==> src/rv_slice_pkg.sv <==
// RV32I slice shared definitions
`default_nettype none

package rv_slice_pkg;

    typedef logic [31:0] word_t;
    typedef logic [4:0]  regidx_t;

    // ****************************************
    // opcodes and function codes
    // ****************************************
    localparam logic [6:0] OPC_OP     = 7'b0110011;
    localparam logic [6:0] OPC_OP_IMM = 7'b0010011;
    localparam logic [6:0] OPC_LOAD   = 7'b0000011;
    localparam logic [6:0] OPC_STORE  = 7'b0100011;
    localparam logic [6:0] OPC_SYSTEM = 7'b1110011;

    localparam logic [2:0] F3_ADD = 3'b000;
    localparam logic [2:0] F3_XOR = 3'b100;
    localparam logic [2:0] F3_OR  = 3'b110;
    localparam logic [2:0] F3_AND = 3'b111;
    localparam logic [2:0] F3_SLT = 3'b010;
    localparam logic [2:0] F3_LW  = 3'b010;
    localparam logic [6:0] F7_SUB = 7'b0100000;

    localparam int DMEM_WORDS = 64; // addressed by bits 7:2.

    typedef enum logic [2:0] {
        ALU_ADD = 3'd0,
        ALU_SUB = 3'd1,
        ALU_AND = 3'd2,
        ALU_OR  = 3'd3,
        ALU_XOR = 3'd4,
        ALU_SLT = 3'd5
    } alu_op_e;

    // ****************************************
    // instruction formats
    // ****************************************
    typedef struct packed {
        logic [6:0] funct7;
        regidx_t    rs2;
        regidx_t    rs1;
        logic [2:0] funct3;
        regidx_t    rd;
        logic [6:0] opcode;
    } r_fmt_t;

    typedef struct packed {
        logic [11:0] imm;
        regidx_t     rs1;
        logic [2:0]  funct3;
        regidx_t     rd;
        logic [6:0]  opcode;
    } i_fmt_t;

    typedef struct packed {
        logic [6:0] imm_hi;
        regidx_t    rs2;
        regidx_t    rs1;
        logic [2:0] funct3;
        logic [4:0] imm_lo;
        logic [6:0] opcode;
    } s_fmt_t;

    typedef union packed {
        r_fmt_t r;
        i_fmt_t i;
        s_fmt_t s;
    } instr_u;

endpackage

`default_nettype wire
==> src/execute_stage.sv <==
// Execute stage with operand forwarding
`timescale 1ns/1ps
`default_nettype none

module execute_stage (
    input  wire rv_slice_pkg::alu_op_e id_op_i,
    input  wire rv_slice_pkg::word_t   id_a_i,
    input  wire rv_slice_pkg::word_t   id_b_i,
    input  wire rv_slice_pkg::word_t   id_imm_i,
    input  wire                        id_use_imm_i,
    input  wire rv_slice_pkg::regidx_t id_rs1_i,
    input  wire rv_slice_pkg::regidx_t id_rs2_i,
    input  wire                        fwd1_valid_i,
    input  wire rv_slice_pkg::regidx_t fwd1_rd_i,
    input  wire rv_slice_pkg::word_t   fwd1_data_i,
    input  wire                        fwd2_valid_i,
    input  wire rv_slice_pkg::regidx_t fwd2_rd_i,
    input  wire rv_slice_pkg::word_t   fwd2_data_i,
    output rv_slice_pkg::word_t        alu_result_o,
    output rv_slice_pkg::word_t        store_data_o
);

    rv_slice_pkg::word_t a, b_reg, b;

    // the execute/memory latch holds the newer value, so it is checked first.
    function automatic rv_slice_pkg::word_t pick(rv_slice_pkg::regidx_t rs,
                                                 rv_slice_pkg::word_t   rf_val);
        if (rs == '0) begin
            return rf_val;
        end
        if (fwd1_valid_i && fwd1_rd_i == rs) begin
            return fwd1_data_i;
        end
        if (fwd2_valid_i && fwd2_rd_i == rs) begin
            return fwd2_data_i;
        end
        return rf_val;
    endfunction

    always_comb begin
        a     = pick(id_rs1_i, id_a_i);
        b_reg = pick(id_rs2_i, id_b_i);
        b     = id_use_imm_i ? id_imm_i : b_reg;
        case (id_op_i)
            rv_slice_pkg::ALU_SUB: alu_result_o = a - b;
            rv_slice_pkg::ALU_AND: alu_result_o = a & b;
            rv_slice_pkg::ALU_OR:  alu_result_o = a | b;
            rv_slice_pkg::ALU_XOR: alu_result_o = a ^ b;
            rv_slice_pkg::ALU_SLT: alu_result_o = {31'b0, $signed(a) < $signed(b)};
            default:               alu_result_o = a + b;
        endcase
        store_data_o = b_reg; // rs2 still carries the store data.
    end

endmodule

`default_nettype wire

==> config.mk <==
export PLATFORM = sky130hd
export DESIGN_NAME = execute_stage
export DESIGN_NICKNAME = d
export VERILOG_FILES = /design/src/rv_slice_pkg.sv /design/src/execute_stage.sv
export SDC_FILE = /design/constraint.sdc
export NUM_CORES = 1
export LEC_CHECK = 0
export ABC_CLOCK_PERIOD_IN_PS = 5320
export BUFFER_PORTS_ARGS = -buffer_cell sky130_fd_sc_hd__buf_2
export CAP_MARGIN = 20
export CORE_ASPECT_RATIO = 1.2
export CORE_MARGIN = 3
export CORE_UTILIZATION = 49
export DETAILED_ROUTE_END_ITERATION = 10
export GPL_TIMING_DRIVEN = 0
export PLACE_DENSITY_LB_ADDON = 0.25
export SETUP_SLACK_MARGIN = 0.3
export SLEW_MARGIN = 20
export SYNTH_ARGS = -nofsm -noshare
export SYNTH_HDL_FRONTEND = slang
export SYNTH_SLANG_ARGS = --single-unit
==> constraint.sdc <==
create_clock -name vclk -period 5.32
set_input_delay 0.532 -clock vclk [all_inputs]
set_output_delay 0.532 -clock vclk [all_outputs]
set_load 0.01 [all_outputs]
==> flow_summary.toml <==
[grt]
grt_usage = 0.411
overflow = 0
grt_pass1_vias = 10500
grt_max_degree = 11
antenna_found_initial = 0
grt_pass1_wl_um = 55600

[cells_and_area]
finalNetCount = 1766
area.sequential_um2 = 0
diodes = 0
final_cells = 1673
nClkBuffers = 0
area_growth_pct = 42.4
nFlopsAndLatches = 0
fin_util = 0.723
final_cell_mix = "buf_2, inv_1, nand2_1"
final_common_cell = "buf_2"
drive_gt1_frac = 0.349

[yosys]
yosysUniqueCellTypes = 81
synth-xor-area-share = 0.0603
synth_compound_area_frac = 0.457
synth_area_um2 = 7410
synthMuxAreaShare = 0.00980
yosys.area_share.simple = 0.179
avgSynthCellArea_um2 = 6.42
synth_top_family_by_area = "compound AO/OA/AOI/OAI gates"
yosysSeqAreaShare = 0
syn_inst = 1154
synthAdderAreaFrac = 0.179
synth_nets = 1445
synth_warnings = 0

[power]
power.switching_uw = 967
totalPowerFinal_mw = 1.65
clkPwrFrac = 0
switching_share = 0.586
p_per_area_nw_per_um2 = 156
combinationalPowerShare = 1.000
ir_worst_vdd_v = 0.0000868
p_int_uw = 684
p_leak_nw = 4.85
pwr-share-seq = 0

[route]
wl_um = 38700
dr.pass1.iters = 9
drc = 0
drtIter0Drc = 1345
ant_nets = 0
viasPerCell = 6.71
wl_per_cell_um = 23.2
vias = 11200

[min_path]
min_path_type = "in -> out"

[floorplanning]
dieHeight_um = 141
start_util = 0.508
io_pins = 250
row_count = 48
die_w_um = 118
core_region_area_um2 = 14600
dieArea_um2 = 16600

[critical_path]
critPathArrivalTime_ns = 5.23
critical_path.cell_chain = "buf_4, xor2_2, nor4_2, nand3_1, buf_4, a21oi_4, buf_6, buf_12, o22ai_4, o21ai_2, inv_2, fa_2, nor2b_4, o221ai_4, a21oi_4, nor3_4, nor3_4, o41ai_4, o31ai_4, a2111oi_4, a21oi_2, o41ai_2, buf_2"
slowest_delay_ns = 0.40
path_buf_inv = 6
critPathSlowestCell = "fa_2"
cp_top_family = "compound AO/OA/AOI/OAI gates"
worstSetupStartpointType = "input pin"
crit_type = "in -> out"
critPathMaxFanout = 5
cp.required_ns = 4.79
end_kind = "primary output"

[sta]
finalSetupViolCount = 15
timing.final.ws_setup_ns = -0.442
finalCriticalPeriod_ns = 5.76
tightest_slew_ns = 0.923
max_clock_freq_mhz = 174
post-route-period-util = 1.08
rsz0062_at_grt = "true"
hold_violations = 0
relSlewSlack = 0.384
slew_violations = 0
holdWs_ns = 1.40

[placed_design]
dp_hpwl_um = 28200
gp_congestion = 0.976
place_ws_ns = -1.28
io_buffers = 248
placed_cells = 1602

[status]
violations = "negative setup slack"
status = "finished, violations left"

[job]
maxCapViolations = 0

[cts]
cts_hold_buf = 0
==> layer usage <==
metal  global-route usage  share of wire  vias up  wire length [um]
li1                     -              -     4868                 -
met3               0.0634           0.11      306              4410
met2                0.699           0.44      984             17000
met5                    0              0        -                 0
met1                0.478           0.35     5074             13600
met4                0.269          0.096        0              3720
==> per-stage QoR <==
step	TNS, ns	instance area (um2)
final	-2.59	10600
after global routing	-5.76	10600
after CTS	-0.367	10100
after detailed placement	-15.92	8930
after global placement	-15.08	8930
after floorplan	0	7440
==> power by group through the flow <==
stage / sequential, mW / clock (mW) / combinational, mW
5_1_grt: 0 / 0 / 1.76
4_1_cts: 0 / 0 / 1.50
6_report: 0 / 0 / 1.65
3_3_place_gp: 0 / 0 / 1.29
2_1_floorplan: 0 / 0 / 0.888
3_5_place_dp: 0 / 0 / 1.30
==> cell type report <==
type / instances / area, um2
buffer: 84 / 522
fill: 1225 / 4040
inverter: 133 / 505
multi-input combinational: 937 / 7410
tap: 200 / 250
timing repair buffer: 319 / 1860
==> cell usage after synthesis (all sizes together) (5+ instances only) <==
cell | n | area, um2
a211oi | 13 | 97.6
a21o | 8 | 60.1
a21oi | 107 | 547
a22oi | 8 | 60.1
a31oi | 10 | 77.6
buf | 21 | 115
clkbuf | 63 | 236
ha | 103 | 1290
inv | 133 | 502
mux2i | 5 | 50.1
nand2 | 96 | 360
nand2b | 9 | 56.3
nand3 | 23 | 120
nand4 | 5 | 31.3
nor2 | 89 | 334
nor2b | 9 | 56.3
nor3 | 24 | 125
nor4 | 11 | 68.8
o211ai | 8 | 60.1
o21a | 13 | 97.6
o21ai | 85 | 425
o21bai | 15 | 135
o221ai | 10 | 93.8
o22a | 90 | 788
o22ai | 53 | 332
o31ai | 15 | 123
or3 | 6 | 37.5
xnor2 | 28 | 245
xor2 | 23 | 201
==> repair_timing <==
action | in CTS | in global routing
setup endpoints to repair | 30 | 29
cloned | 1 | 1
setup buffers | 46 | 23
gates resized for setup | 209 | 70
hold endpoints to repair | 0 | 0
pin swaps | 59 | 44
==> worst paths after layout <==
kind	start	endpoint	slack [ns]	cells past startpoint
max	fwd2_rd_i[2]	alu_result_o[0]	-0.44	23
min	id_b_i[20]	store_data_o[20]	1.40	4
==> cell families after synthesis <==
logic type | count (synthesis)
AO/OA/AOI/OAI | 484
adder cells (fa/ha/maj) | 105
AND/OR/NAND/NOR | 290
buffers and inverters | 217
XOR/XNOR | 51
multiplexers | 7
(Power assumes the default switching activity.)
