### config.mk
export PLATFORM = sky130hd
export DESIGN_NAME = mem_wb_stage
export DESIGN_NICKNAME = d
export VERILOG_FILES = /design/src/rv_slice_pkg.sv /design/src/mem_wb_stage.sv
export SDC_FILE = /design/constraint.sdc
export NUM_CORES = 2
export LEC_CHECK = 0
export ABC_AREA = 0
export BUFFER_PORTS_ARGS = -buffer_cell sky130_fd_sc_hd__buf_4
export CORE_ASPECT_RATIO = 1.75
export CORE_MARGIN = 5
export CORE_UTILIZATION = 55
export CTS_CLUSTER_SIZE = 14
export DETAILED_ROUTE_END_ITERATION = 10
export PLACE_DENSITY = 0.75
export RECOVER_POWER = 50
export SYNTH_ARGS = -nofsm -noshare
export SYNTH_HDL_FRONTEND = slang
export SYNTH_SLANG_ARGS = --single-unit
### constraint.sdc
create_clock -name CLK -period 1.9 [get_ports CLK]
set_input_delay 0.095 -clock CLK [delete_from_list [all_inputs] [get_ports CLK]]
set_output_delay 0.095 -clock CLK [all_outputs]
set_load 0.01 [all_outputs]
### src/rv_slice_pkg.sv
// RV32I slice shared definitions
`default_nettype none

package rv_slice_pkg;

    typedef logic [31:0] word_t;
    typedef logic [4:0]  regidx_t;

    // ****************************************
    // opcodes and function codes
    // ****************************************
    localparam logic [6:0] OPC_OP     = 7'b0110011;
    localparam logic [6:0] OPC_OP_IMM = 7'b0010011;
    localparam logic [6:0] OPC_LOAD   = 7'b0000011;
    localparam logic [6:0] OPC_STORE  = 7'b0100011;
    localparam logic [6:0] OPC_SYSTEM = 7'b1110011;

    localparam logic [2:0] F3_ADD = 3'b000;
    localparam logic [2:0] F3_XOR = 3'b100;
    localparam logic [2:0] F3_OR  = 3'b110;
    localparam logic [2:0] F3_AND = 3'b111;
    localparam logic [2:0] F3_SLT = 3'b010;
    localparam logic [2:0] F3_LW  = 3'b010;
    localparam logic [6:0] F7_SUB = 7'b0100000;

    localparam int DMEM_WORDS = 64; // addressed by bits 7:2.

    typedef enum logic [2:0] {
        ALU_ADD = 3'd0,
        ALU_SUB = 3'd1,
        ALU_AND = 3'd2,
        ALU_OR  = 3'd3,
        ALU_XOR = 3'd4,
        ALU_SLT = 3'd5
    } alu_op_e;

    // ****************************************
    // instruction formats
    // ****************************************
    typedef struct packed {
        logic [6:0] funct7;
        regidx_t    rs2;
        regidx_t    rs1;
        logic [2:0] funct3;
        regidx_t    rd;
        logic [6:0] opcode;
    } r_fmt_t;

    typedef struct packed {
        logic [11:0] imm;
        regidx_t     rs1;
        logic [2:0]  funct3;
        regidx_t     rd;
        logic [6:0]  opcode;
    } i_fmt_t;

    typedef struct packed {
        logic [6:0] imm_hi;
        regidx_t    rs2;
        regidx_t    rs1;
        logic [2:0] funct3;
        logic [4:0] imm_lo;
        logic [6:0] opcode;
    } s_fmt_t;

    typedef union packed {
        r_fmt_t r;
        i_fmt_t i;
        s_fmt_t s;
    } instr_u;

endpackage

`default_nettype wire
### src/mem_wb_stage.sv
// Memory and writeback stage
`timescale 1ns/1ps
`default_nettype none

module mem_wb_stage (
    input  wire                        CLK,
    input  wire                        nRST,
    input  wire                        xm_valid_i,
    input  wire rv_slice_pkg::word_t   xm_alu_result_i,
    input  wire rv_slice_pkg::word_t   xm_store_data_i,
    input  wire rv_slice_pkg::regidx_t xm_rd_i,
    input  wire                        xm_reg_wr_i,
    input  wire                        xm_mem_rd_i,
    input  wire                        xm_mem_wr_i,
    input  wire                        xm_halt_i,
    input  wire                        adv_i,
    output logic                       wb_valid_o,
    input  wire                        wb_ready_i,
    output rv_slice_pkg::regidx_t      wb_rd_o,
    output rv_slice_pkg::word_t        wb_data_o,
    output logic                       wb_we_o,
    output logic                       halt_o
);

    rv_slice_pkg::word_t                         dmem [rv_slice_pkg::DMEM_WORDS];
    logic [$clog2(rv_slice_pkg::DMEM_WORDS)-1:0] idx;
    rv_slice_pkg::word_t                         result;

    assign idx    = xm_alu_result_i[$clog2(rv_slice_pkg::DMEM_WORDS)+1:2];
    assign result = xm_mem_rd_i ? dmem[idx] : xm_alu_result_i;

    // a store lands in the cycle it leaves the execute/memory latch.
    always_ff @(posedge CLK or negedge nRST) begin
        if (!nRST) begin
            for (int i = 0; i < rv_slice_pkg::DMEM_WORDS; i++) begin
                dmem[i] <= '0;
            end
        end else if (adv_i && xm_valid_i && xm_mem_wr_i) begin
            dmem[idx] <= xm_store_data_i;
        end
    end

    // ****************************************
    // MEM/WB register
    // ****************************************
    always_ff @(posedge CLK or negedge nRST) begin
        if (!nRST) begin
            wb_valid_o <= 1'b0;
            halt_o     <= 1'b0;
        end else if (adv_i) begin
            wb_valid_o <= xm_valid_i && xm_reg_wr_i && xm_rd_i != '0; // x0 needs no writeback.
            if (xm_valid_i && xm_halt_i) begin
                halt_o <= 1'b1; // sticky until reset.
            end
        end
    end

    always_ff @(posedge CLK) begin
        if (adv_i) begin
            wb_rd_o   <= xm_rd_i;
            wb_data_o <= result;
        end
    end

    assign wb_we_o = wb_valid_o && wb_ready_i; // register file writes on handshake.

endmodule

`default_nettype wire

==> flow_metrics.tcl <==
set metrics [dict create \
    nFillCells 11994 \
    synthArstFlopShare 0.982 \
    grt_antenna_before_repair 13 \
    start_util 0.553 \
    fin_total_pwr_mw 95.4 \
    final.setup.worst_slack_ns -0.341 \
    synth-main-ff-cell "dfrtp_1" \
    grt_pass1_vias 70777 \
    dieArea_sq_um 181000 \
    synth_top_cell_area_share 0.541 \
    syn-cell-area_sq_um 94800 \
    ys_seq_elements 2087 \
    cts_tree "yes" \
    p_int_mw 71.5 \
    io_pins 118 \
    finalClockSkew_ns 0.0293 \
    cts_sinks 2087 \
    initialDrtViolationCount 7819 \
    hold_class "primary input to flip-flop" \
    synth_seq_area_share 0.553 \
    synth.distinct_cells 78 \
    report.final.slew_viol_count 0 \
    max_slew_margin 0.179 \
    fp.coreArea_sq_um 172000 \
    p_per_area_nw_per_um2 844 \
    netlist_instances 6659 \
    maxCapViolations 0 \
    ant_nets 0 \
    drc 0 \
    drive_gt1_frac 0.511 \
    crit_type "flip-flop to flip-flop" \
    worstSetupEndpointType "flip-flop" \
    power.switching_mw 23.9 \
    final_util 0.660 \
    clkPwrFrac 0.393 \
    grt-ovfl-total 0 \
    hold_violations 0 \
    vias 67568 \
    drt-total-wl_mm 357 \
    syn_nets 6737 \
    setup_violations 139 \
    yosysMostFrequentCell "mux2_2" \
    final_net_count 7297 \
    yosysTopAreaCell "dfrtp_1" \
    period_share 1.18 \
    grt_usage 0.392 \
    clkSlewWorstSetupHoldPaths_ns 0.07 \
    firstDrtPassIters 6 \
    via_per_inst 7.05 \
    cts_buffers 189 \
    rsz0062_at_grt "yes" \
    cp-start-kind "flip-flop" \
    htreeDepth 4 \
    area_growth_pct 19.3 \
    synth_area_leaders "dfrtp_1, mux2_2, mux4_2, mux2i_1, a221oi_1" \
    dp_slack_ns -0.848 \
    rows 201 \
    cp.arrival_ns 2.87 \
    clk_latency_ns 0.88 \
    max_freq_mhz 446 \
    grt_pass1_wl_mm 510 \
    ir_worst_vdd_uv 604 \
    wl_per_cell_um 37.3 \
    holdWs_ns 0.0296 \
    io_buffers 117 \
    worstPathRequired_ns 2.53 \
    pwr-share-seq 0.502 \
    fin_tns_setup_ns -9.63 \
    violations "setup timing" \
    synth_edf_count 37 \
    place_hpwl_mm 238 \
    crit_fanout 2 \
    avgSynthCellArea_sq_um 14.2 \
    comb_power_share 0.104 \
    yosysWarnings 0 \
    cts_max_path_buffers 4 \
    gp_congestion 0.952 \
    cts-root-buf "clkbuf_16" \
    period_needed_ns 2.24 \
    die_h_um 559 \
    leakagePower_nw 53.7 \
    grt_max_degree 103 \
    die_w_um 324 \
    status "complete, but fails checks" \
    netlist_top_cells_count "mux2_2, dfrtp_1, buf_2" \
    swShare 0.250 \
    tightest_slew_ns 1.23 \
]
cell families (layout without fill, tap and decap cells):
logic type / Yosys count / after routing / share of synthesized area
other: 0 / 10 / 0
multiplexers: 2587 / 2587 / 0.323
flip-flops: 2087 / 2087 / 0.553
AND/OR/NAND/NOR: 361 / 361 / 0.0173
buffers and inverters: 712 / 1393 / 0.0357
AO/OA/AOI/OAI: 912 / 912 / 0.0714
stage by stage:
step	cells	instance area, sq um
2_1_floorplan	6659	95500
3_3_place_gp	9179	106000
3_5_place_dp	9179	106000
4_1_cts	9572	113000
5_1_grt	9574	113000
6_report	9583	113000
worst max-delay path, stage by stage (launching register included):
cell,delay [ns]
dfrtp_1,0.39
mux4_2,0.52
a22oi_2,0.18
o21ai_1,0.10
a2111o_1,0.49
o32a_1,0.33
worst paths after layout:
| check | start | to | slack (ns) | cells after the start |
|---|---|---|---|---|
| max | dmem[1690] | wb_data_o[26] | -0.34 | 5 |
| min | xm_valid_i | halt_o | 0.03 | 3 |
| max reg2reg | dmem[1690] | wb_data_o[26] | -0.34 | 5 |
| min reg2reg | dmem[1299] | dmem[1299] | 0.49 | 1 |
| max in group asynchronous | nRST | dmem[1600] | -0.11 | 4 |
| min in group asynchronous | nRST | dmem[865] | 0.63 | 3 |
per-layer routing:
metal,GRT usage,part of all wire,vias up
li1,-,-,25829
met1,0.462,0.33,35305
met2,0.594,0.45,4552
met3,0.106,0.11,1872
met4,0.334,0.11,10
met5,0,0.00020,-
state kept, by name, summed over array words and instances (netlist names):
signal	cells
dmem	2048
wb_data_o	32
wb_rd_o	5
halt_o	1
wb_valid_o	1
power by group through the flow:
stage	combinational, mW	clock (mW)	sequential (mW)
after global placement	9.26	0	48.5
after CTS	9.82	37.6	47.9
final	9.97	37.5	47.9
after global routing	10.4	39.3	48.1
after floorplan	4.97	0	48.3
after detailed placement	9.52	0	48.7
cell type report:
| class | count | area [sq um] | area share |
|---|---|---|---|
| Timing Repair Buffer | 1074 | 11400 | 0.101 |
| Tap cell | 2233 | 2790 | 0.0247 |
| Clock inverter | 24 | 279 | 0.00247 |
| Antenna cell | 10 | 25.0 | 0.000221 |
| Clock buffer | 288 | 5500 | 0.0486 |
| Multi-Input combinational cell | 3860 | 40700 | 0.360 |
| Sequential cell | 2087 | 52400 | 0.463 |
| Inverter | 7 | 36.3 | 0.000321 |
layout by cell type (no fill, tap or decap), types with 15 or more instances in the layout:
cell type,instances
a22oi_1,153
edfxtp_1,37
o21ai_0,94
buf_12,249
a22o_1,39
clkbuf_16,190
mux2_2,2085
o32a_1,15
nand3_1,25
mux2_4,23
nand2_1,69
buf_4,656
o22ai_1,83
a221oi_2,66
dfrtp_1,2050
nor2_1,115
a221o_1,35
mux4_2,157
a221oi_1,134
dlygate4sd3_1,85
a21oi_1,97
nor2_4,67
mux2_1,103
clkbuf_2,24
o2bb2ai_1,19
clkbuf_8,39
clkbuf_4,31
clkbuf_1,69
a31oi_1,21
mux2i_1,215
timing repair:
action | CTS | global route
buffers inserted | 3 | 2
pin swaps | 52 | 39
gates resized for setup | 98 | 45
setup endpoints to repair | 30 | 31
hold buffers | 85 | 0
hold endpoints to repair | 3981 | 0
cloned | 0 | 0
Note: power is estimated with default switching activity, not from simulation.
