[src/rv_slice_pkg.sv]
// RV32I slice shared definitions
`default_nettype none

package rv_slice_pkg;

    typedef logic [31:0] word_t;
    typedef logic [4:0]  regidx_t;

    // ****************************************
    // opcodes and function codes
    // ****************************************
    localparam logic [6:0] OPC_OP     = 7'b0110011;
    localparam logic [6:0] OPC_OP_IMM = 7'b0010011;
    localparam logic [6:0] OPC_LOAD   = 7'b0000011;
    localparam logic [6:0] OPC_STORE  = 7'b0100011;
    localparam logic [6:0] OPC_SYSTEM = 7'b1110011;

    localparam logic [2:0] F3_ADD = 3'b000;
    localparam logic [2:0] F3_XOR = 3'b100;
    localparam logic [2:0] F3_OR  = 3'b110;
    localparam logic [2:0] F3_AND = 3'b111;
    localparam logic [2:0] F3_SLT = 3'b010;
    localparam logic [2:0] F3_LW  = 3'b010;
    localparam logic [6:0] F7_SUB = 7'b0100000;

    localparam int DMEM_WORDS = 64; // addressed by bits 7:2.

    typedef enum logic [2:0] {
        ALU_ADD = 3'd0,
        ALU_SUB = 3'd1,
        ALU_AND = 3'd2,
        ALU_OR  = 3'd3,
        ALU_XOR = 3'd4,
        ALU_SLT = 3'd5
    } alu_op_e;

    // ****************************************
    // instruction formats
    // ****************************************
    typedef struct packed {
        logic [6:0] funct7;
        regidx_t    rs2;
        regidx_t    rs1;
        logic [2:0] funct3;
        regidx_t    rd;
        logic [6:0] opcode;
    } r_fmt_t;

    typedef struct packed {
        logic [11:0] imm;
        regidx_t     rs1;
        logic [2:0]  funct3;
        regidx_t     rd;
        logic [6:0]  opcode;
    } i_fmt_t;

    typedef struct packed {
        logic [6:0] imm_hi;
        regidx_t    rs2;
        regidx_t    rs1;
        logic [2:0] funct3;
        logic [4:0] imm_lo;
        logic [6:0] opcode;
    } s_fmt_t;

    typedef union packed {
        r_fmt_t r;
        i_fmt_t i;
        s_fmt_t s;
    } instr_u;

endpackage

`default_nettype wire
[src/decode_stage.sv]
// Decode stage and decode/execute register
`timescale 1ns/1ps
`default_nettype none

module decode_stage (
    input  wire                        CLK,
    input  wire                        nRST,
    input  wire                        in_valid_i,
    input  wire rv_slice_pkg::word_t   in_instr_i,
    input  wire                        accept_i,
    input  wire                        adv_i,
    input  wire                        wb_we_i,
    input  wire rv_slice_pkg::regidx_t wb_rd_i,
    input  wire rv_slice_pkg::word_t   wb_data_i,
    output logic                       hazard_o,
    output logic                       id_valid_o,
    output rv_slice_pkg::alu_op_e      id_op_o,
    output rv_slice_pkg::regidx_t      id_rs1_o,
    output rv_slice_pkg::regidx_t      id_rs2_o,
    output rv_slice_pkg::regidx_t      id_rd_o,
    output rv_slice_pkg::word_t        id_a_o,
    output rv_slice_pkg::word_t        id_b_o,
    output rv_slice_pkg::word_t        id_imm_o,
    output logic                       id_use_imm_o,
    output logic                       id_reg_wr_o,
    output logic                       id_mem_rd_o,
    output logic                       id_mem_wr_o,
    output logic                       id_halt_o
);

    rv_slice_pkg::instr_u  ins;
    rv_slice_pkg::alu_op_e dec_op;
    rv_slice_pkg::regidx_t dec_rs1, dec_rs2;
    rv_slice_pkg::word_t   dec_imm, rf_a, rf_b;
    logic                  is_op, is_imm, is_ld, is_st, is_sys;

    assign ins    = in_instr_i;
    assign is_op  = ins.r.opcode == rv_slice_pkg::OPC_OP;
    assign is_imm = ins.i.opcode == rv_slice_pkg::OPC_OP_IMM;
    assign is_ld  = ins.i.opcode == rv_slice_pkg::OPC_LOAD && ins.i.funct3 == rv_slice_pkg::F3_LW;
    assign is_st  = ins.s.opcode == rv_slice_pkg::OPC_STORE;
    assign is_sys = ins.r.opcode == rv_slice_pkg::OPC_SYSTEM;

    // unused source fields read as x0 so they never forward or stall.
    assign dec_rs1 = is_sys ? '0 : ins.r.rs1;
    assign dec_rs2 = (is_op || is_st) ? ins.r.rs2 : '0;
    assign dec_imm = is_st ? {{20{ins.s.imm_hi[6]}}, ins.s.imm_hi, ins.s.imm_lo}
                           : {{20{ins.i.imm[11]}}, ins.i.imm};

    always_comb begin
        dec_op = rv_slice_pkg::ALU_ADD; // loads and stores add the offset.
        if (is_op || is_imm) begin
            case (ins.r.funct3)
                rv_slice_pkg::F3_ADD: dec_op = (is_op && ins.r.funct7 == rv_slice_pkg::F7_SUB)
                                               ? rv_slice_pkg::ALU_SUB : rv_slice_pkg::ALU_ADD;
                rv_slice_pkg::F3_XOR: dec_op = rv_slice_pkg::ALU_XOR;
                rv_slice_pkg::F3_OR:  dec_op = rv_slice_pkg::ALU_OR;
                rv_slice_pkg::F3_AND: dec_op = rv_slice_pkg::ALU_AND;
                rv_slice_pkg::F3_SLT: dec_op = rv_slice_pkg::ALU_SLT;
                default:              dec_op = rv_slice_pkg::ALU_ADD;
            endcase
        end
    end

    // a load in execute cannot forward its data in time.
    assign hazard_o = in_valid_i && id_valid_o && id_mem_rd_o && id_rd_o != '0 &&
                      (id_rd_o == dec_rs1 || id_rd_o == dec_rs2);

    reg_file u_rf (
        .CLK(CLK), .nRST(nRST),
        .rs1_i(dec_rs1), .rs2_i(dec_rs2),
        .rs1_data_o(rf_a), .rs2_data_o(rf_b),
        .we_i(wb_we_i), .wr_rd_i(wb_rd_i), .wr_data_i(wb_data_i)
    );

    always_ff @(posedge CLK or negedge nRST) begin
        if (!nRST) begin
            id_valid_o  <= 1'b0;
            id_reg_wr_o <= 1'b0;
            id_mem_rd_o <= 1'b0;
            id_mem_wr_o <= 1'b0;
            id_halt_o   <= 1'b0;
        end else if (accept_i) begin
            id_valid_o  <= 1'b1;
            id_reg_wr_o <= is_op || is_imm || is_ld;
            id_mem_rd_o <= is_ld;
            id_mem_wr_o <= is_st;
            id_halt_o   <= is_sys;
        end else if (adv_i) begin // nothing taken, so a bubble moves in.
            id_valid_o  <= 1'b0;
            id_reg_wr_o <= 1'b0;
            id_mem_rd_o <= 1'b0;
            id_mem_wr_o <= 1'b0;
            id_halt_o   <= 1'b0;
        end
    end

    always_ff @(posedge CLK) begin
        if (accept_i) begin
            id_op_o      <= dec_op;
            id_rs1_o     <= dec_rs1;
            id_rs2_o     <= dec_rs2;
            id_rd_o      <= ins.r.rd;
            id_a_o       <= rf_a;
            id_b_o       <= rf_b;
            id_imm_o     <= dec_imm;
            id_use_imm_o <= !is_op;
        end
    end

endmodule

`default_nettype wire

[src/reg_file.sv]
// Integer register file
`timescale 1ns/1ps
`default_nettype none

module reg_file (
    input  wire                        CLK,
    input  wire                        nRST,
    input  wire rv_slice_pkg::regidx_t rs1_i,
    input  wire rv_slice_pkg::regidx_t rs2_i,
    output rv_slice_pkg::word_t        rs1_data_o,
    output rv_slice_pkg::word_t        rs2_data_o,
    input  wire                        we_i,
    input  wire rv_slice_pkg::regidx_t wr_rd_i,
    input  wire rv_slice_pkg::word_t   wr_data_i
);

    rv_slice_pkg::word_t regs [32];

    // a register being written this cycle reads as its new value.
    function automatic rv_slice_pkg::word_t read_port(rv_slice_pkg::regidx_t idx);
        if (idx == '0) begin
            return '0;
        end
        if (we_i && wr_rd_i == idx) begin
            return wr_data_i;
        end
        return regs[idx];
    endfunction

    always_comb begin
        rs1_data_o = read_port(rs1_i);
        rs2_data_o = read_port(rs2_i);
    end

    always_ff @(posedge CLK or negedge nRST) begin
        if (!nRST) begin
            for (int i = 0; i < 32; i++) begin
                regs[i] <= '0;
            end
        end else if (we_i && wr_rd_i != '0) begin
            regs[wr_rd_i] <= wr_data_i; // x0 is never written.
        end
    end

endmodule

`default_nettype wire

[config.mk]
export PLATFORM = sky130hd
export DESIGN_NAME = decode_stage
export DESIGN_NICKNAME = d
export VERILOG_FILES = /design/src/rv_slice_pkg.sv /design/src/decode_stage.sv /design/src/reg_file.sv
export SDC_FILE = /design/constraint.sdc
export NUM_CORES = 2
export LEC_CHECK = 0
export ABC_AREA = 1
export BUFFER_PORTS_ARGS = -buffer_cell sky130_fd_sc_hd__buf_2
export CELL_PAD_IN_SITES_DETAIL_PLACEMENT = 1
export CELL_PAD_IN_SITES_GLOBAL_PLACEMENT = 1
export CORE_MARGIN = 2
export CORE_UTILIZATION = 45
export CTS_CLUSTER_DIAMETER = 120
export DETAILED_ROUTE_END_ITERATION = 7
export PLACE_DENSITY_LB_ADDON = 0.05
export SYNTH_ARGS = -nofsm -noshare
export SYNTH_HDL_FRONTEND = slang
export SYNTH_SLANG_ARGS = --single-unit
[constraint.sdc]
create_clock -name CLK -period 1.9 [get_ports CLK]
set_input_delay 0.095 -clock CLK [delete_from_list [all_inputs] [get_ports CLK]]
set_output_delay 0.095 -clock CLK [all_outputs]
set_load 0.02 [all_outputs]
==> flow_summary.json <==
{
  "status": "complete, but fails checks",
  "violations": "negative setup slack",
  "period_share_pct": 123.1,
  "syn-cell-area_um2": 63350,
  "overflow": 0,
  "critPathKind": "reg -> out",
  "cp.arrival_ps": 2240,
  "instances_no_fill": 11434,
  "die-area_um2": 143800,
  "fmax_mhz": 427.6,
  "critPathBufInv": 3,
  "die_h_um": 379.2,
  "dpl.cell_count": 11049,
  "crit_path_start_kind": "register",
  "cpLargestDelayFamily": "simple AND/OR/NAND/NOR gates",
  "globalRouteTotalUtil_pct": 43.19,
  "final_antenna_net_count": 0,
  "start_util_pct": 45.40,
  "cp.depth": 7,
  "final_common_cell": "nand2_1",
  "fin_skew_ps": 22.53,
  "placed_area_um2": 72360,
  "hpwl_um": 203700,
  "final_util_pct": 56.54,
  "cts.sinks": 1124,
  "rr_worst_depth": 9,
  "clk_path_buf_depth": 3,
  "max_slew_margin_pct": 49.20,
  "syn_nets": 9124,
  "ir_drop_uv": 762.2,
  "yosysWarnings": 0,
  "powerDensity_nw_per_um2": 962.8,
  "hold_path_class": "in -> async",
  "avgViaCountPerCell": 6.112,
  "netlist_instances": 9049,
  "syn_to_final_growth_pct": 24.55,
  "fin_tns_setup_ps": -458.3,
  "port_buffers": 195,
  "finalSetupViolCount": 2,
  "route.detailed.drc": 0,
  "grt_pass1_wl_um": 460400,
  "layout_common_cells": "nand2_1, nand3_1, o21ai_0",
  "hold_violations": 0,
  "cts_tree": "built",
  "ios": 196,
  "first_pass_iters": 8,
  "whs_ps": 36.73,
  "slowest_delay_ps": 430,
  "routed_wl_um": 317800,
  "p_leak_nw": 37.63,
  "crit_chain": "buf_6 > nor3_4 > nand3_4 > nand4_1 > buf_6 > a21oi_2 > buf_6",
  "stdcell_area_um2": 78900,
  "drtIter0Drc": 7980,
  "slowest_stage": "edfxtp_1",
  "synth-seq-area-share_pct": 45.15,
  "critPathCaptureType": "output port",
  "drive_gt1_share_pct": 13.54,
  "postSynthAreaPerCell_um2": 7.000,
  "tightest_slew_ps": 762.0,
  "routedWlPerCell_um": 27.79,
  "ys_ff_latch": 1124,
  "cts-root-buf": "clkbuf_16",
  "cts_buffers": 139,
  "clk_pin_slew_ps": 60,
  "cpMostUsedCell": "buf_6",
  "h-tree-depth": 4,
  "required_ps": 1800,
  "ys_types": 40,
  "grt_pass1_vias": 70708,
  "rows": 137,
  "core_um2": 139500,
  "grt_setup_unrepaired": "true",
  "setup_ws_ps": -438.8,
  "routabilityCongestion": 0.9163,
  "fp.dieW_um": 379.2,
  "cp_max_fo": 2,
  "power_mw": 75.96,
  "grt_max_degree": 104,
  "pre_cts_ws_ps": -1043,
  "finish.net_count": 9508,
  "clock_latency_ps": 810,
  "vias": 69888,
  "slew_viol_final": 0,
  "grt_antenna_before_repair": 16,
  "period_needed_ps": 2339,
  "cap_viol_max_count": 0
}
per-layer routing:
layer / wire, µm / share of wire (%) / vias up / track usage (%)
li1: - / - / 29833 / -
met5: 67 / 0.021 / - / 0
met1: 125200 / 39 / 35102 / 56.51
met3: 33600 / 11 / 1062 / 10.03
met2: 139400 / 44 / 3881 / 65.82
met4: 19420 / 6.1 / 10 / 24.08
worst paths after layout:
path,startpoint,to,slack (ps)
worst max register to register,u_rf.regs[788]$_DFFE_PN0P_,id_a_o[20]$_SDFFCE_PN0P_,260
worst max-delay path,id_rd_o[4]$_DFFE_PP_,hazard_o,-440
worst min-delay path,nRST,u_rf.regs[350]$_DFFE_PN0P_,40
worst min register to register,u_rf.regs[1011]$_DFFE_PN0P_,u_rf.regs[1011]$_DFFE_PN0P_,410
max in group asynchronous,nRST,u_rf.regs[717]$_DFFE_PN0P_,850
min in group CLK,in_instr_i[7],id_rd_o[0]$_DFFE_PP_,50
registers in the layout, indices dropped and copies added, names as in the netlist, 3 cells and up:
register,cells
id_rd_o,5
id_op_o,3
id_rs1_o,5
u_rf.regs,1024
id_rs2_o,5
id_imm_o,12
id_b_o,32
id_a_o,32
repair_timing:
item,CTS,global route
endpoints found under the setup margin,17,50
gates resized for setup,35,147
cloned,1,12
setup buffers,8,29
hold buffers,70,1
endpoints found under the hold margin,1966,2
pin swaps,7,37
cells in the mapped netlist, drive strengths merged:
library cell | count | area [µm²]
nand2 | 2786 | 10470
o21ai | 1292 | 6470
nand3 | 1186 | 5941
inv | 1087 | 4080
dfrtp | 1029 | 25750
clkbuf | 486 | 1826
buf | 291 | 1489
nor2 | 254 | 975.9
o211ai | 232 | 1742
a21oi | 210 | 1059
edfxtp | 95 | 2853
nand4 | 41 | 256.5
o22ai | 18 | 112.6
nor3 | 14 | 80.08
xor2 | 6 | 52.55
nor4 | 5 | 61.31
a211oi | 3 | 22.52
clkinv | 3 | 11.26
mux2 | 2 | 22.52
nand3b | 2 | 15.01
o2111ai | 2 | 17.52
o221ai | 2 | 17.52
a22oi | 1 | 7.510
a31oi | 1 | 6.260
nor3b | 1 | 7.510
logic make-up (layout without fill, tap and decap cells):
kind of cell | count (synthesis) | count (layout) | share of synthesized area, %
DFF | 1124 | 1124 | 45.15
xor gates and xnor gates | 6 | 6 | 0.08296
other | 0 | 9 | 0
and+or+nand+nor | 4289 | 4289 | 28.11
AOI/OAI and AO/OA | 1761 | 1761 | 14.92
buffers and inverters | 1867 | 2367 | 11.69
muxes | 2 | 2 | 0.03555
tightest hold or removal path: stages:
cell,delay [ps]
dlygate4sd3_1,560
buf_8,270
buf_12,290
cell type report:
cell class                      instances  area (µm²)
Antenna cell                            9       22.52
Clock buffer                          210        4187
Clock inverter                         47       374.1
Fill cell                           17534       60630
Inverter                             1090        4136
Multi-Input combinational cell       6058       27940
Sequential cell                      1124       28600
Tap cell                             1876        2347
Timing Repair Buffer                 1020       11290
power by group:
group	internal (mW)	leakage (nW)	switching [mW]	total, mW
sequential	29.2	13.0	2.51	31.7
clock	15.8	2.25	11.4	27.2
combinational	5.83	22.3	11.2	17.0
total	50.8	37.6	25.2	76.0
Power figures use the tool's default switching activity.
