--- config.mk ---
export PLATFORM = sky130hd
export DESIGN_NAME = ex_mem
export DESIGN_NICKNAME = d
export VERILOG_FILES = /design/src/rv_slice_pkg.sv /design/src/ex_mem.sv
export SDC_FILE = /design/constraint.sdc
export NUM_CORES = 1
export LEC_CHECK = 0
export ABC_CLOCK_PERIOD_IN_PS = 830
export BUFFER_PORTS_ARGS = -buffer_cell sky130_fd_sc_hd__buf_2
export CAP_MARGIN = 20
export CORE_MARGIN = 2
export CORE_UTILIZATION = 40
export CTS_CLUSTER_DIAMETER = 40
export DETAILED_ROUTE_END_ITERATION = 8
export HOLD_SLACK_MARGIN = 0.15
export PLACE_DENSITY = 0.83
export REMOVE_ABC_BUFFERS = 1
export SLEW_MARGIN = 10
export SYNTH_ARGS = -nofsm -noshare
export SYNTH_HDL_FRONTEND = slang
export SYNTH_SLANG_ARGS = --single-unit
--- constraint.sdc ---
create_clock -name CLK -period 0.83 [get_ports CLK]
set_clock_uncertainty 0.2 [all_clocks]
set_input_delay 0 -clock CLK [delete_from_list [all_inputs] [get_ports CLK]]
set_output_delay 0 -clock CLK [all_outputs]
set_load 0.05 [all_outputs]
--- src/rv_slice_pkg.sv ---
// RV32I slice shared definitions
`default_nettype none

package rv_slice_pkg;

    typedef logic [31:0] word_t;
    typedef logic [4:0]  regidx_t;

    // ****************************************
    // opcodes and function codes
    // ****************************************
    localparam logic [6:0] OPC_OP     = 7'b0110011;
    localparam logic [6:0] OPC_OP_IMM = 7'b0010011;
    localparam logic [6:0] OPC_LOAD   = 7'b0000011;
    localparam logic [6:0] OPC_STORE  = 7'b0100011;
    localparam logic [6:0] OPC_SYSTEM = 7'b1110011;

    localparam logic [2:0] F3_ADD = 3'b000;
    localparam logic [2:0] F3_XOR = 3'b100;
    localparam logic [2:0] F3_OR  = 3'b110;
    localparam logic [2:0] F3_AND = 3'b111;
    localparam logic [2:0] F3_SLT = 3'b010;
    localparam logic [2:0] F3_LW  = 3'b010;
    localparam logic [6:0] F7_SUB = 7'b0100000;

    localparam int DMEM_WORDS = 64; // addressed by bits 7:2.

    typedef enum logic [2:0] {
        ALU_ADD = 3'd0,
        ALU_SUB = 3'd1,
        ALU_AND = 3'd2,
        ALU_OR  = 3'd3,
        ALU_XOR = 3'd4,
        ALU_SLT = 3'd5
    } alu_op_e;

    // ****************************************
    // instruction formats
    // ****************************************
    typedef struct packed {
        logic [6:0] funct7;
        regidx_t    rs2;
        regidx_t    rs1;
        logic [2:0] funct3;
        regidx_t    rd;
        logic [6:0] opcode;
    } r_fmt_t;

    typedef struct packed {
        logic [11:0] imm;
        regidx_t     rs1;
        logic [2:0]  funct3;
        regidx_t     rd;
        logic [6:0]  opcode;
    } i_fmt_t;

    typedef struct packed {
        logic [6:0] imm_hi;
        regidx_t    rs2;
        regidx_t    rs1;
        logic [2:0] funct3;
        logic [4:0] imm_lo;
        logic [6:0] opcode;
    } s_fmt_t;

    typedef union packed {
        r_fmt_t r;
        i_fmt_t i;
        s_fmt_t s;
    } instr_u;

endpackage

`default_nettype wire
--- src/ex_mem.sv ---
// Execute/memory pipeline latch
`timescale 1ns/1ps
`default_nettype none

module ex_mem (
    input  wire                        CLK,
    input  wire                        nRST,
    input  wire                        adv_i,
    input  wire                        valid_i,
    input  wire rv_slice_pkg::word_t   alu_result_i,
    input  wire rv_slice_pkg::word_t   store_data_i,
    input  wire rv_slice_pkg::regidx_t rd_i,
    input  wire                        reg_wr_i,
    input  wire                        mem_rd_i,
    input  wire                        mem_wr_i,
    input  wire                        halt_i,
    output logic                       valid_o,
    output rv_slice_pkg::word_t        alu_result_o,
    output rv_slice_pkg::word_t        store_data_o,
    output rv_slice_pkg::regidx_t      rd_o,
    output logic                       reg_wr_o,
    output logic                       mem_rd_o,
    output logic                       mem_wr_o,
    output logic                       halt_o
);

    // ****************************************
    // latch held while the pipe is stalled
    // ****************************************
    always_ff @(posedge CLK or negedge nRST) begin
        if (!nRST) begin
            valid_o      <= 1'b0;
            alu_result_o <= '0;
            store_data_o <= '0;
            rd_o         <= '0;
            reg_wr_o     <= 1'b0;
            mem_rd_o     <= 1'b0;
            mem_wr_o     <= 1'b0;
            halt_o       <= 1'b0;
        end else if (adv_i) begin
            // an empty execute stage turns into an all-zero bubble.
            valid_o      <= valid_i;
            alu_result_o <= valid_i ? alu_result_i : '0;
            store_data_o <= valid_i ? store_data_i : '0;
            rd_o         <= valid_i ? rd_i : '0;
            reg_wr_o     <= valid_i && reg_wr_i;
            mem_rd_o     <= valid_i && mem_rd_i;
            mem_wr_o     <= valid_i && mem_wr_i;
            halt_o       <= valid_i && halt_i;
        end
    end

endmodule

`default_nettype wire

==> qor.csv, run 1 <==
stage,metric,value,unit
global_routing,vias in the first global route,3370,
setup_path,startpoint types,flip-flop,
sta,worst rel slew slack,79.2,%
synth,largest family of logic cells by synthesized area,buffers and inverters,
setup_path,critical path's slowest cell,dfrtp_1,
final_layout,Final Util,78.8,%
synth,"FF+latch count, synth",74,
setup_path,Crit path depth,1,
setup_path,maximum net fanout on the critical path,2,
global_routing,initial antenna violation count,0,
drt,1st-pass router iterations,4,
sta,final setup vio count,132,
synth,Netlist cell types,9,
drt,Via density,4.93,
placement,Place WS,-0.101,ns
drt,DR iter-0 viols,203,
sta,Final min period,1.13,ns
placement,DP Wirelength,5.00,mm
synth,compound-gate portion of the synthesized area,12.1,%
setup_path,Reg2Reg Capture Point,alu_result_o[31]$_DFFE_PN0P_,
final_layout,nets,646,
clock_tree,clk root buf,clkbuf_8,
die,die height,90.8,µm
power_and_ir_drop,pwr dens,1760,mW/mm²
clock_tree,CTS sink cnt,74,
drt,Final ANT Viol Nets,0,
clock_tree,H-tree lvl count,3,
final_layout,area growth from synthesis to layout,90.5,%
synth,Syn Area/Cell,9.48,µm²
setup_path,required time of the critical path,0.63,ns
status,failing checks,"negative hold slack, negative setup slack",
sta,max-slew violation count,0,
synth,post-synthesis simple-gate area fraction,12.1,%
synth,Post-Synthesis Cells,318,
sta,min setup slack post-route,-0.299,ns
die,initial core utilization,41.4,%
final_layout,"Design Area, Final",0.00574,mm²
global_routing,largest net degree at the start of global routing,66,
sta,final count of hold timing violations,42,
synth,Post-Synth XOR/XNOR Area,0,%
synth,synth warn,0,
status,outcome,"finished, violations left",
die,Top Ports,151,
synth,post-synthesis mux area share,0.373,%
setup_path,"Largest stage delay, worst path",0.43,ns
final_layout,layout cells sized above 1,47.3,%
clock_tree,Inserted Clock Buffers,9,
hold_path,HP Class,in -> reg,
sta,FMAX,886,MHz
synth,sequential share of the synthesized area,61.4,%
setup_path,Crit Path Class,reg -> out,
setup_path,crit path capture,alu_result_o[20],
clock_tree,CTS tree,built,
synth,adder-cell area share of the yosys netlist,0,%
synth,Synth Cell Area,0.00302,mm²
global_routing,first-pass GRT wire length,16.8,mm
clock_tree,"Reg clk slew, reported paths",0.08,ns
setup_path,Reg-to-Reg Start,alu_result_o[31]$_DFFE_PN0P_,
power_and_ir_drop,Max IR drop VDD,0.943,mV
drt,Routed WL per cell,17.5,µm
final_layout,most frequent cells in the layout,"101 x buf_6, 74 x dfrtp_1, 74 x dlygate4sd3_1, 74 x buf_2, 73 x nand3_1",
clock_tree,CTS Hold Bufs,74,
setup_path,cell family contributing the most delay on the critical path,flip-flops,
setup_path,start point of the critical path,alu_result_o[20]$_DFFE_PN0P_,
sta,RSZ-0062 raised after global routing,true,
placement,routability congestion estimate from global placement,0.726,
final_layout,"most common cell after layout, fill and taps aside",buf_6,
sta,worst hold slack,-0.200,ns
placement,Placed Area,0.00387,mm²
final_layout,Ant. Diodes,0,
global_routing,total track usage,25.9,%
clock_tree,maximum clock insertion buffer count,2,
die,die area,0.00825,mm²
setup_path,"Buf+Inv Stages, Crit Path",1,
setup_path,WP data arrival,0.93,ns
power_and_ir_drop,Lkg Pwr,2.81,nW
setup_path,CP cell instances,buf_6,
clock_tree,Skew-Pair Late Insertion Delay,0.32,ns
setup_path,worst r2r path cells,4,
drt,Via Count,3316,
die,Rows,31,
run,Max-cap violations,0,
die,die width,90.8,µm
setup_path,Worst R2R Setup Slack,-0.25,ns
die,Core Region,0.00729,mm²
global_routing,GR Overflow Total,0,
placement,PortBufs,150,
sta,Tcrit/Tclk final,136,%
drt,final WL,11.7,mm
setup_path,CP Capture Type,output port,
sta,Worst Tran Pin Value,0.312,ns
drt,# DRC,0,
-- where the power goes --
| part | internal (mW) | leakage (nW) | switching [mW] |
|---|---|---|---|
| logic | 1.37 | 1.75 | 1.90 |
| registers | 3.89 | 0.961 | 0.258 |
| clock network | 1.45 | 0.0962 | 1.25 |
-- cell families (layout without fill, tap and decap cells) --
logic type,Yosys count,after routing
flops,74,74
buf+inv,97,352
mux,1,1
compound gates,73,73
simple gates,73,73
-- how the worst min path moves through the flow --
stage | from | endpoint | slack, ns | cells past startpoint
after global placement | nRST | alu_result_o[24]$_DFFE_PN0P_ | -0.21 | 2
after global routing | adv_i | valid_o$_DFFE_PN0P_ | -0.22 | 2
after floorplan | nRST | alu_result_o[0]$_DFFE_PN0P_ | -0.50 | 0
after CTS | adv_i | halt_o$_DFFE_PN0P_ | -0.22 | 3
after detailed placement | nRST | store_data_o[24]$_DFFE_PN0P_ | -0.21 | 2
final | adv_i | valid_o$_DFFE_PN0P_ | -0.20 | 2
-- cell usage after synthesis --
master,count,area share (%)
mux2_2,1,0.37
o21ai_0,73,12
buf_4,9,2.2
buf_6,1,0.37
nand3_1,73,12
clkbuf_1,1,0.12
dfrtp_1,74,61
buf_2,13,2.2
inv_1,73,9.1
-- area by class of cell --
| cell class | count | area [µm²] |
|---|---|---|
| timing repair buffer | 264 | 2440 |
| clock buffer | 12 | 145 |
| sequential | 74 | 1850 |
| tap | 99 | 124 |
| inverter | 73 | 284 |
| clock inverter | 3 | 40.0 |
| multi-input combinational | 147 | 862 |
| fill | 405 | 1550 |
-- routing by layer --
metal | global-route usage [%] | share of wire, % | up-vias
met5 | 0 | 0 | -
met2 | 45.7 | 52 | 177
met3 | 7.35 | 6.9 | 54
met4 | 12.2 | 5.0 | 0
li1 | - | - | 1521
met1 | 28.9 | 37 | 1564
-- repair_timing --
action / in CTS / in global routing
gates resized for setup: 229 / 93
setup buffers: 11 / 30
endpoints found under the hold margin: 148 / 148
setup endpoints to repair: 98 / 148
pin swaps: 1 / 8
-- state kept, by name (all words and copies together) (netlist names) --
name and count:
alu_result_o 32, store_data_o 32, rd_o 5, halt_o 1
mem_rd_o 1, mem_wr_o 1, reg_wr_o 1, valid_o 1
-- per-stage QoR --
step	TNS, ns	hold slack (ns)	cells	total power, mW
4_1_cts	-21.50	-0.221	650	9.71
3_3_place_gp	-0.955	-0.213	550	6.16
6_report	-24.13	-0.200	672	10.1
2_1_floorplan	-18.48	-0.496	294	5.37
5_1_grt	-29.18	-0.218	672	10.5
3_5_place_dp	-2.73	-0.209	550	6.21
Power figures use the tool's default switching activity.
==> inputs of run 2 (changes only) <==
- GPL_TIMING_DRIVEN: not set -> 0
==> qor.csv, run 2 (same netlist as run 1, synthesis figures left out) <==
stage,metric,value,unit,change
sta,setup_tns,-24.19,ns,was -24.13 ns
clock_tree,"Reg clk slew, reported paths",0.07,ns,was 0.08 ns
drt,Final ANT Viol Nets,0,,unchanged
drt,Via density,4.90,,was 4.93
sta,Final min period,1.13,ns,about the same
sta,worst hold slack,-0.581,ns,was -0.200 ns
final_layout,area growth from synthesis to layout,87.8,%,was 90.5%
clock_tree,CTS tree,built,,unchanged
drt,final WL,11.2,mm,was 11.7 mm
power_and_ir_drop,switching pwr,3.35,mW,was 3.41 mW
final_layout,Ant. Diodes,0,,unchanged
sta,RSZ-0062 raised after global routing,true,,unchanged
sta,final setup vio count,131,,was 132
setup_path,"Buf+Inv Stages, Crit Path",1,,unchanged
drt,# DRC,0,,unchanged
clock_tree,Skew-Pair Late Insertion Delay,0.33,ns,was 0.32 ns
die,die width,90.8,µm,unchanged
drt,Top Metal Used,met4,,unchanged
setup_path,maximum net fanout on the critical path,2,,unchanged
setup_path,required time of the critical path,0.63,ns,about the same
setup_path,cell family contributing the most delay on the critical path,flip-flops,,unchanged
global_routing,first-pass GRT wire length,15.6,mm,was 16.8 mm
power_and_ir_drop,Comb power frac,33.0,%,was 32.3%
setup_path,critical path's slowest cell,dfrtp_1,,unchanged
drt,Via Count,3258,,"was 3,316"
sta,worst rel slew slack,63.8,%,was 79.2%
setup_path,Worst R2R Setup Slack,-0.24,ns,was -0.25 ns
drt,metal3 WL,865,µm,was 807 µm
clock_tree,CTS Hold Bufs,73,,was 74
drt,met1 WL,4.25,mm,was 4.29 mm
setup_path,WP data arrival,0.93,ns,about the same
placement,Place WS,-0.709,ns,was -0.101 ns
setup_path,CP Capture Type,output port,,unchanged
status,failing checks,"negative hold slack, negative setup slack",,unchanged
final_layout,top flop regs,"alu_result_o x32, store_data_o x32, rd_o x5",,unchanged
clock_tree,maximum clock insertion buffer count,2,,unchanged
drt,DR iter-0 viols,139,,was 203
status,outcome,"finished, violations left",,unchanged
drt,metal2 WL,5.90,mm,was 6.06 mm
power_and_ir_drop,Power Internal,6.38,mW,was 6.71 mW
drt,Routed WL per cell,16.8,µm,was 17.5 µm
power_and_ir_drop,Clock power frac,24.3,%,was 26.7%
power_and_ir_drop,pwr dens,1720,mW/mm²,was 1760 mW/mm²
sta,Worst Tran Pin Value,0.542,ns,was 0.312 ns
die,Rows,31,,unchanged
sta,final count of hold timing violations,137,,was 42
die,Core Region,0.00729,mm²,unchanged
power_and_ir_drop,sequential group share of total power,42.7,%,was 41.0%
setup_path,Reg-to-Reg Start,rd_o[0]$_DFFE_PN0P_,,was alu_result_o[31]$_DFFE_PN0P_
global_routing,largest net degree at the start of global routing,78,,was 66
global_routing,GR Overflow Total,0,,unchanged
die,die height,90.8,µm,unchanged
placement,PortBufs,150,,unchanged
sta,FMAX,886,MHz,about the same
clock_tree,CTS sink cnt,74,,unchanged
die,die area,0.00825,mm²,unchanged
power_and_ir_drop,Max IR drop VDD,1.03,mV,was 0.943 mV
setup_path,Reg2Reg Capture Point,rd_o[0]$_DFFE_PN0P_,,was alu_result_o[31]$_DFFE_PN0P_
die,Top Ports,151,,unchanged
final_layout,nets,638,,was 646
final_layout,layout cells sized above 1,47.2,%,was 47.3%
setup_path,CP cell instances,buf_6,,unchanged
clock_tree,Inserted Clock Buffers,9,,unchanged
drt,1st-pass router iterations,4,,unchanged
clock_tree,clk root buf,clkbuf_8,,unchanged
die,initial core utilization,41.4,%,unchanged
sta,max-slew violation count,0,,unchanged
final_layout,"most common cell after layout, fill and taps aside",buf_6,,unchanged
placement,DP Wirelength,4.64,mm,was 5.00 mm
sta,Tcrit/Tclk final,136,%,about the same
setup_path,"Largest stage delay, worst path",0.41,ns,was 0.43 ns
run,Max-cap violations,0,,unchanged
setup_path,startpoint types,flip-flop,,unchanged
final_layout,most frequent cells in the layout,"102 x buf_6, 74 x dfrtp_1, 73 x dlygate4sd3_1, 73 x buf_2, 71 x nand3_1",,"was 101 x buf_6, 74 x dfrtp_1, 74 x dlygate4sd3_1, 74 x buf_2, 73 x nand3_1"
setup_path,worst r2r path cells,4,,unchanged
power_and_ir_drop,Lkg Pwr,2.76,nW,was 2.81 nW
global_routing,initial antenna violation count,0,,unchanged
global_routing,total track usage,23.7,%,was 25.9%
setup_path,Crit Path Class,reg -> out,,unchanged
global_routing,vias in the first global route,3208,,"was 3,370"
power_and_ir_drop,Sw Ratio,34.4,%,was 33.7%
hold_path,HP Class,in -> async,,was in -> reg
clock_tree,H-tree lvl count,3,,unchanged
placement,routability congestion estimate from global placement,0.712,,was 0.726
sta,min setup slack post-route,-0.298,ns,was -0.299 ns
==> run 2: cell count changes in the layout (fill, tap and decap cells not counted), moves of 2 or more <==
cell	before	now
buf_12	6	2
buf_4	9	4
nand3_1	73	71
nand3_2	0	2
==> run 2: per-layer routing <==
metal	GRT usage [%]	vias up
li1	-	1513
met1	27.6	1550
met2	42.7	177
met3	6.01	18
met4	7.70	0
met5	0	-
==> run 2: layout make-up <==
| cell class | count | area, µm² |
|---|---|---|
| tap | 99 | 124 |
| clock buffer | 13 | 149 |
| inverter | 73 | 282 |
| multi-input combinational | 147 | 876 |
| fill | 426 | 1630 |
| timing repair buffer | 256 | 2370 |
| clock inverter | 3 | 15.0 |
| sequential | 74 | 1850 |
==> run 2: how the worst max path moves through the flow <==
stage                                       from                           to  depth (start not counted)
global placement                           adv_i          valid_o$_DFFE_PN0P_                          2
CTS                 alu_result_o[14]$_DFFE_PN0P_             alu_result_o[14]                          1
detailed placement                       valid_i  alu_result_o[1]$_DFFE_PN0P_                          3
global route         alu_result_o[2]$_DFFE_PN0P_              alu_result_o[2]                          1
finish               store_data_o[1]$_DFFE_PN0P_              store_data_o[1]                          1
floorplan                    valid_o$_DFFE_PN0P_          valid_o$_DFFE_PN0P_                          1
==> run 2: timing repair <==
action / in CTS / in global routing
resized for setup: 250 / 87
setup endpoints to repair: 148 / 148
cloned: 0 / 1
pin swaps: 1 / 6
buffers inserted: 10 / 30
hold endpoints to repair: 147 / 148
==> run 2: through the flow <==
step | power (mW) | hold WS (ns) | util [%] | cells | cell area [µm²]
final | 9.73 | -0.581 | 77.7 | 665 | 5660
after global routing | 10.1 | -0.555 | 77.7 | 665 | 5660
after CTS | 9.40 | -0.580 | 72.7 | 644 | 5300
after detailed placement | 6.15 | -0.208 | 51.9 | 545 | 3790
after global placement | 6.08 | 0.0299 | 51.3 | 543 | 3740
after floorplan | 5.37 | -0.496 | - | 294 | 2870
==> run 2: power by group through the flow <==
stage / clock network [mW] / registers [mW] / logic [mW]
after floorplan: 0 / 5.12 / 0.250
after global placement: 0 / 4.09 / 1.99
after detailed placement: 0 / 4.10 / 2.06
after CTS: 2.46 / 4.11 / 2.83
after global routing: 2.59 / 4.18 / 3.36
final: 2.37 / 4.15 / 3.21
==> inputs of run 3 (changes only) <==
- RECOVER_POWER: not set -> 25
==> qor.csv, run 3 (same netlist as run 1, synthesis figures left out) <==
stage,metric,value,unit,change
status,outcome,"finished, violations left",,unchanged
clock_tree,clk root buf,clkbuf_8,,unchanged
power_and_ir_drop,Max IR drop VDD,1.03,mV,unchanged
global_routing,initial antenna violation count,0,,unchanged
final_layout,Ant. Diodes,0,,unchanged
drt,# DRC,0,,unchanged
global_routing,first-pass GRT wire length,15.6,mm,unchanged
drt,Via density,4.90,,unchanged
clock_tree,CTS tree,built,,unchanged
die,initial core utilization,41.4,%,unchanged
drt,final WL,11.2,mm,unchanged
die,Rows,31,,unchanged
final_layout,top flop regs,"alu_result_o x32, store_data_o x32, rd_o x5",,unchanged
placement,Placed Area,0.00379,mm²,unchanged
setup_path,required time of the critical path,0.63,ns,about the same
die,Top Ports,151,,unchanged
final_layout,area growth from synthesis to layout,87.8,%,about the same
setup_path,critical path's slowest cell,dfrtp_1,,unchanged
drt,1st-pass router iterations,5,,was 4
setup_path,cell family contributing the most delay on the critical path,flip-flops,,unchanged
power_and_ir_drop,Lkg Pwr,2.76,nW,about the same
clock_tree,CTS Hold Bufs,73,,unchanged
drt,Via Count,3258,,unchanged
die,die area,0.00825,mm²,unchanged
sta,final count of hold timing violations,99,,was 137
setup_path,WP data arrival,0.93,ns,about the same
sta,min setup slack post-route,-0.298,ns,unchanged
status,failing checks,"negative hold slack, negative setup slack",,unchanged
sta,worst rel slew slack,37.5,%,was 63.8%
sta,Worst Tran Pin Value,0.937,ns,was 0.542 ns
clock_tree,Inserted Clock Buffers,9,,unchanged
final_layout,Final Util,77.6,%,was 77.7%
drt,Routed WL per cell,16.8,µm,unchanged
setup_path,"Largest stage delay, worst path",0.41,ns,about the same
sta,max-slew violation count,0,,unchanged
final_layout,fill count,427,,was 426
final_layout,layout cells sized above 1,47.2,%,unchanged
placement,routability congestion estimate from global placement,0.712,,unchanged
clock_tree,Skew-Pair Late Insertion Delay,0.33,ns,about the same
final_layout,"most common cell after layout, fill and taps aside",buf_6,,unchanged
placement,PortBufs,150,,unchanged
setup_path,startpoint types,flip-flop,,unchanged
sta,Final min period,1.13,ns,unchanged
final_layout,"Design Area, Final",0.00566,mm²,about the same
global_routing,largest net degree at the start of global routing,78,,unchanged
setup_path,maximum net fanout on the critical path,2,,unchanged
die,die width,90.8,µm,unchanged
global_routing,GR Overflow Total,0,,unchanged
hold_path,HP Class,in -> async,,unchanged
sta,RSZ-0062 raised after global routing,true,,unchanged
setup_path,Crit Path Class,reg -> out,,unchanged
sta,FMAX,886,MHz,unchanged
setup_path,Worst R2R Setup Slack,-0.24,ns,about the same
clock_tree,"Reg clk slew, reported paths",0.07,ns,about the same
setup_path,CP cell instances,buf_6,,unchanged
setup_path,"Buf+Inv Stages, Crit Path",1,,unchanged
final_layout,most frequent cells in the layout,"102 x buf_6, 74 x dfrtp_1, 73 x dlygate4sd3_1, 73 x buf_2, 71 x nand3_1",,unchanged
drt,DR iter-0 viols,139,,unchanged
clock_tree,CTS sink cnt,74,,unchanged
global_routing,vias in the first global route,3208,,unchanged
placement,DP Wirelength,4.64,mm,unchanged
setup_path,CP Capture Type,output port,,unchanged
final_layout,nets,638,,unchanged
sta,Tcrit/Tclk final,136,%,unchanged
sta,worst hold slack,-0.405,ns,was -0.581 ns
power_and_ir_drop,pwr dens,1720,mW/mm²,about the same
run,Max-cap violations,0,,unchanged
clock_tree,maximum clock insertion buffer count,2,,unchanged
drt,Final ANT Viol Nets,0,,unchanged
clock_tree,H-tree lvl count,3,,unchanged
die,Core Region,0.00729,mm²,unchanged
die,die height,90.8,µm,unchanged
sta,final setup vio count,131,,unchanged
global_routing,total track usage,23.7,%,unchanged
power_and_ir_drop,Tot Pwr,9.73,mW,about the same
-- run 3: changes by cell type in the layout (fill, tap and decap cells not counted), sizes merged --
cell | before | now
buf | 182 | 181
clkbuf | 14 | 15
-- run 3: metrics by stage --
stage	std cells	TNS, ns	hold WS (ns)	setup WS (ns)
6_report	665	-24.19	-0.405	-0.298
3_5_place_dp	545	-47.07	-0.208	-0.709
3_3_place_gp	543	-153.41	0.0299	-1.34
5_1_grt	665	-29.99	-0.337	-0.325
4_1_cts	644	-21.61	-0.580	-0.297
2_1_floorplan	294	-18.48	-0.496	-0.358
-- run 3: path summary, 6_finish.rpt --
check / startpoint / to / depth (start not counted)
min in group CLK: adv_i / store_data_o[8]$_DFFE_PN0P_ / 2
min: nRST / store_data_o[24]$_DFFE_PN0P_ / 1
max in group asynchronous: nRST / mem_wr_o$_DFFE_PN0P_ / 2
max reg2reg: rd_o[0]$_DFFE_PN0P_ / rd_o[0]$_DFFE_PN0P_ / 4
min reg2reg: store_data_o[29]$_DFFE_PN0P_ / store_data_o[29]$_DFFE_PN0P_ / 2
max: store_data_o[1]$_DFFE_PN0P_ / store_data_o[1] / 1
-- run 3: timing repair --
item,4_1_cts,5_1_grt
pin swaps,1,6
gates cloned,0,1
resized for setup,250,87
endpoints found under the hold margin,147,148
endpoints found under the setup margin,148,148
setup buffers,10,30
-- run 3: cell type report --
cell class | instances | area, µm² | share of cell area (%)
inverter | 73 | 282 | 4.97
timing repair buffer | 256 | 2360 | 41.8
tap | 99 | 124 | 2.19
clock inverter | 3 | 15.0 | 0.265
clock buffer | 13 | 149 | 2.63
sequential | 74 | 1850 | 32.7
multi-input combinational | 147 | 876 | 15.5
-- run 3: power breakdown --
| group | total, mW | switching (mW) | internal (mW) |
|---|---|---|---|
| Combinational | 3.21 | 1.87 | 1.33 |
| Sequential | 4.15 | 0.262 | 3.89 |
| Clock | 2.37 | 1.21 | 1.16 |
-- run 3: per-layer routing --
metal  track usage, %  routed length [µm]  vias to the layer above
met2             42.7                5900                      174
met4             7.70                 178                        0
li1                 -                   -                     1513
met5                0                   0                        -
met3             6.01                 855                       18
met1             27.6                4250                     1553
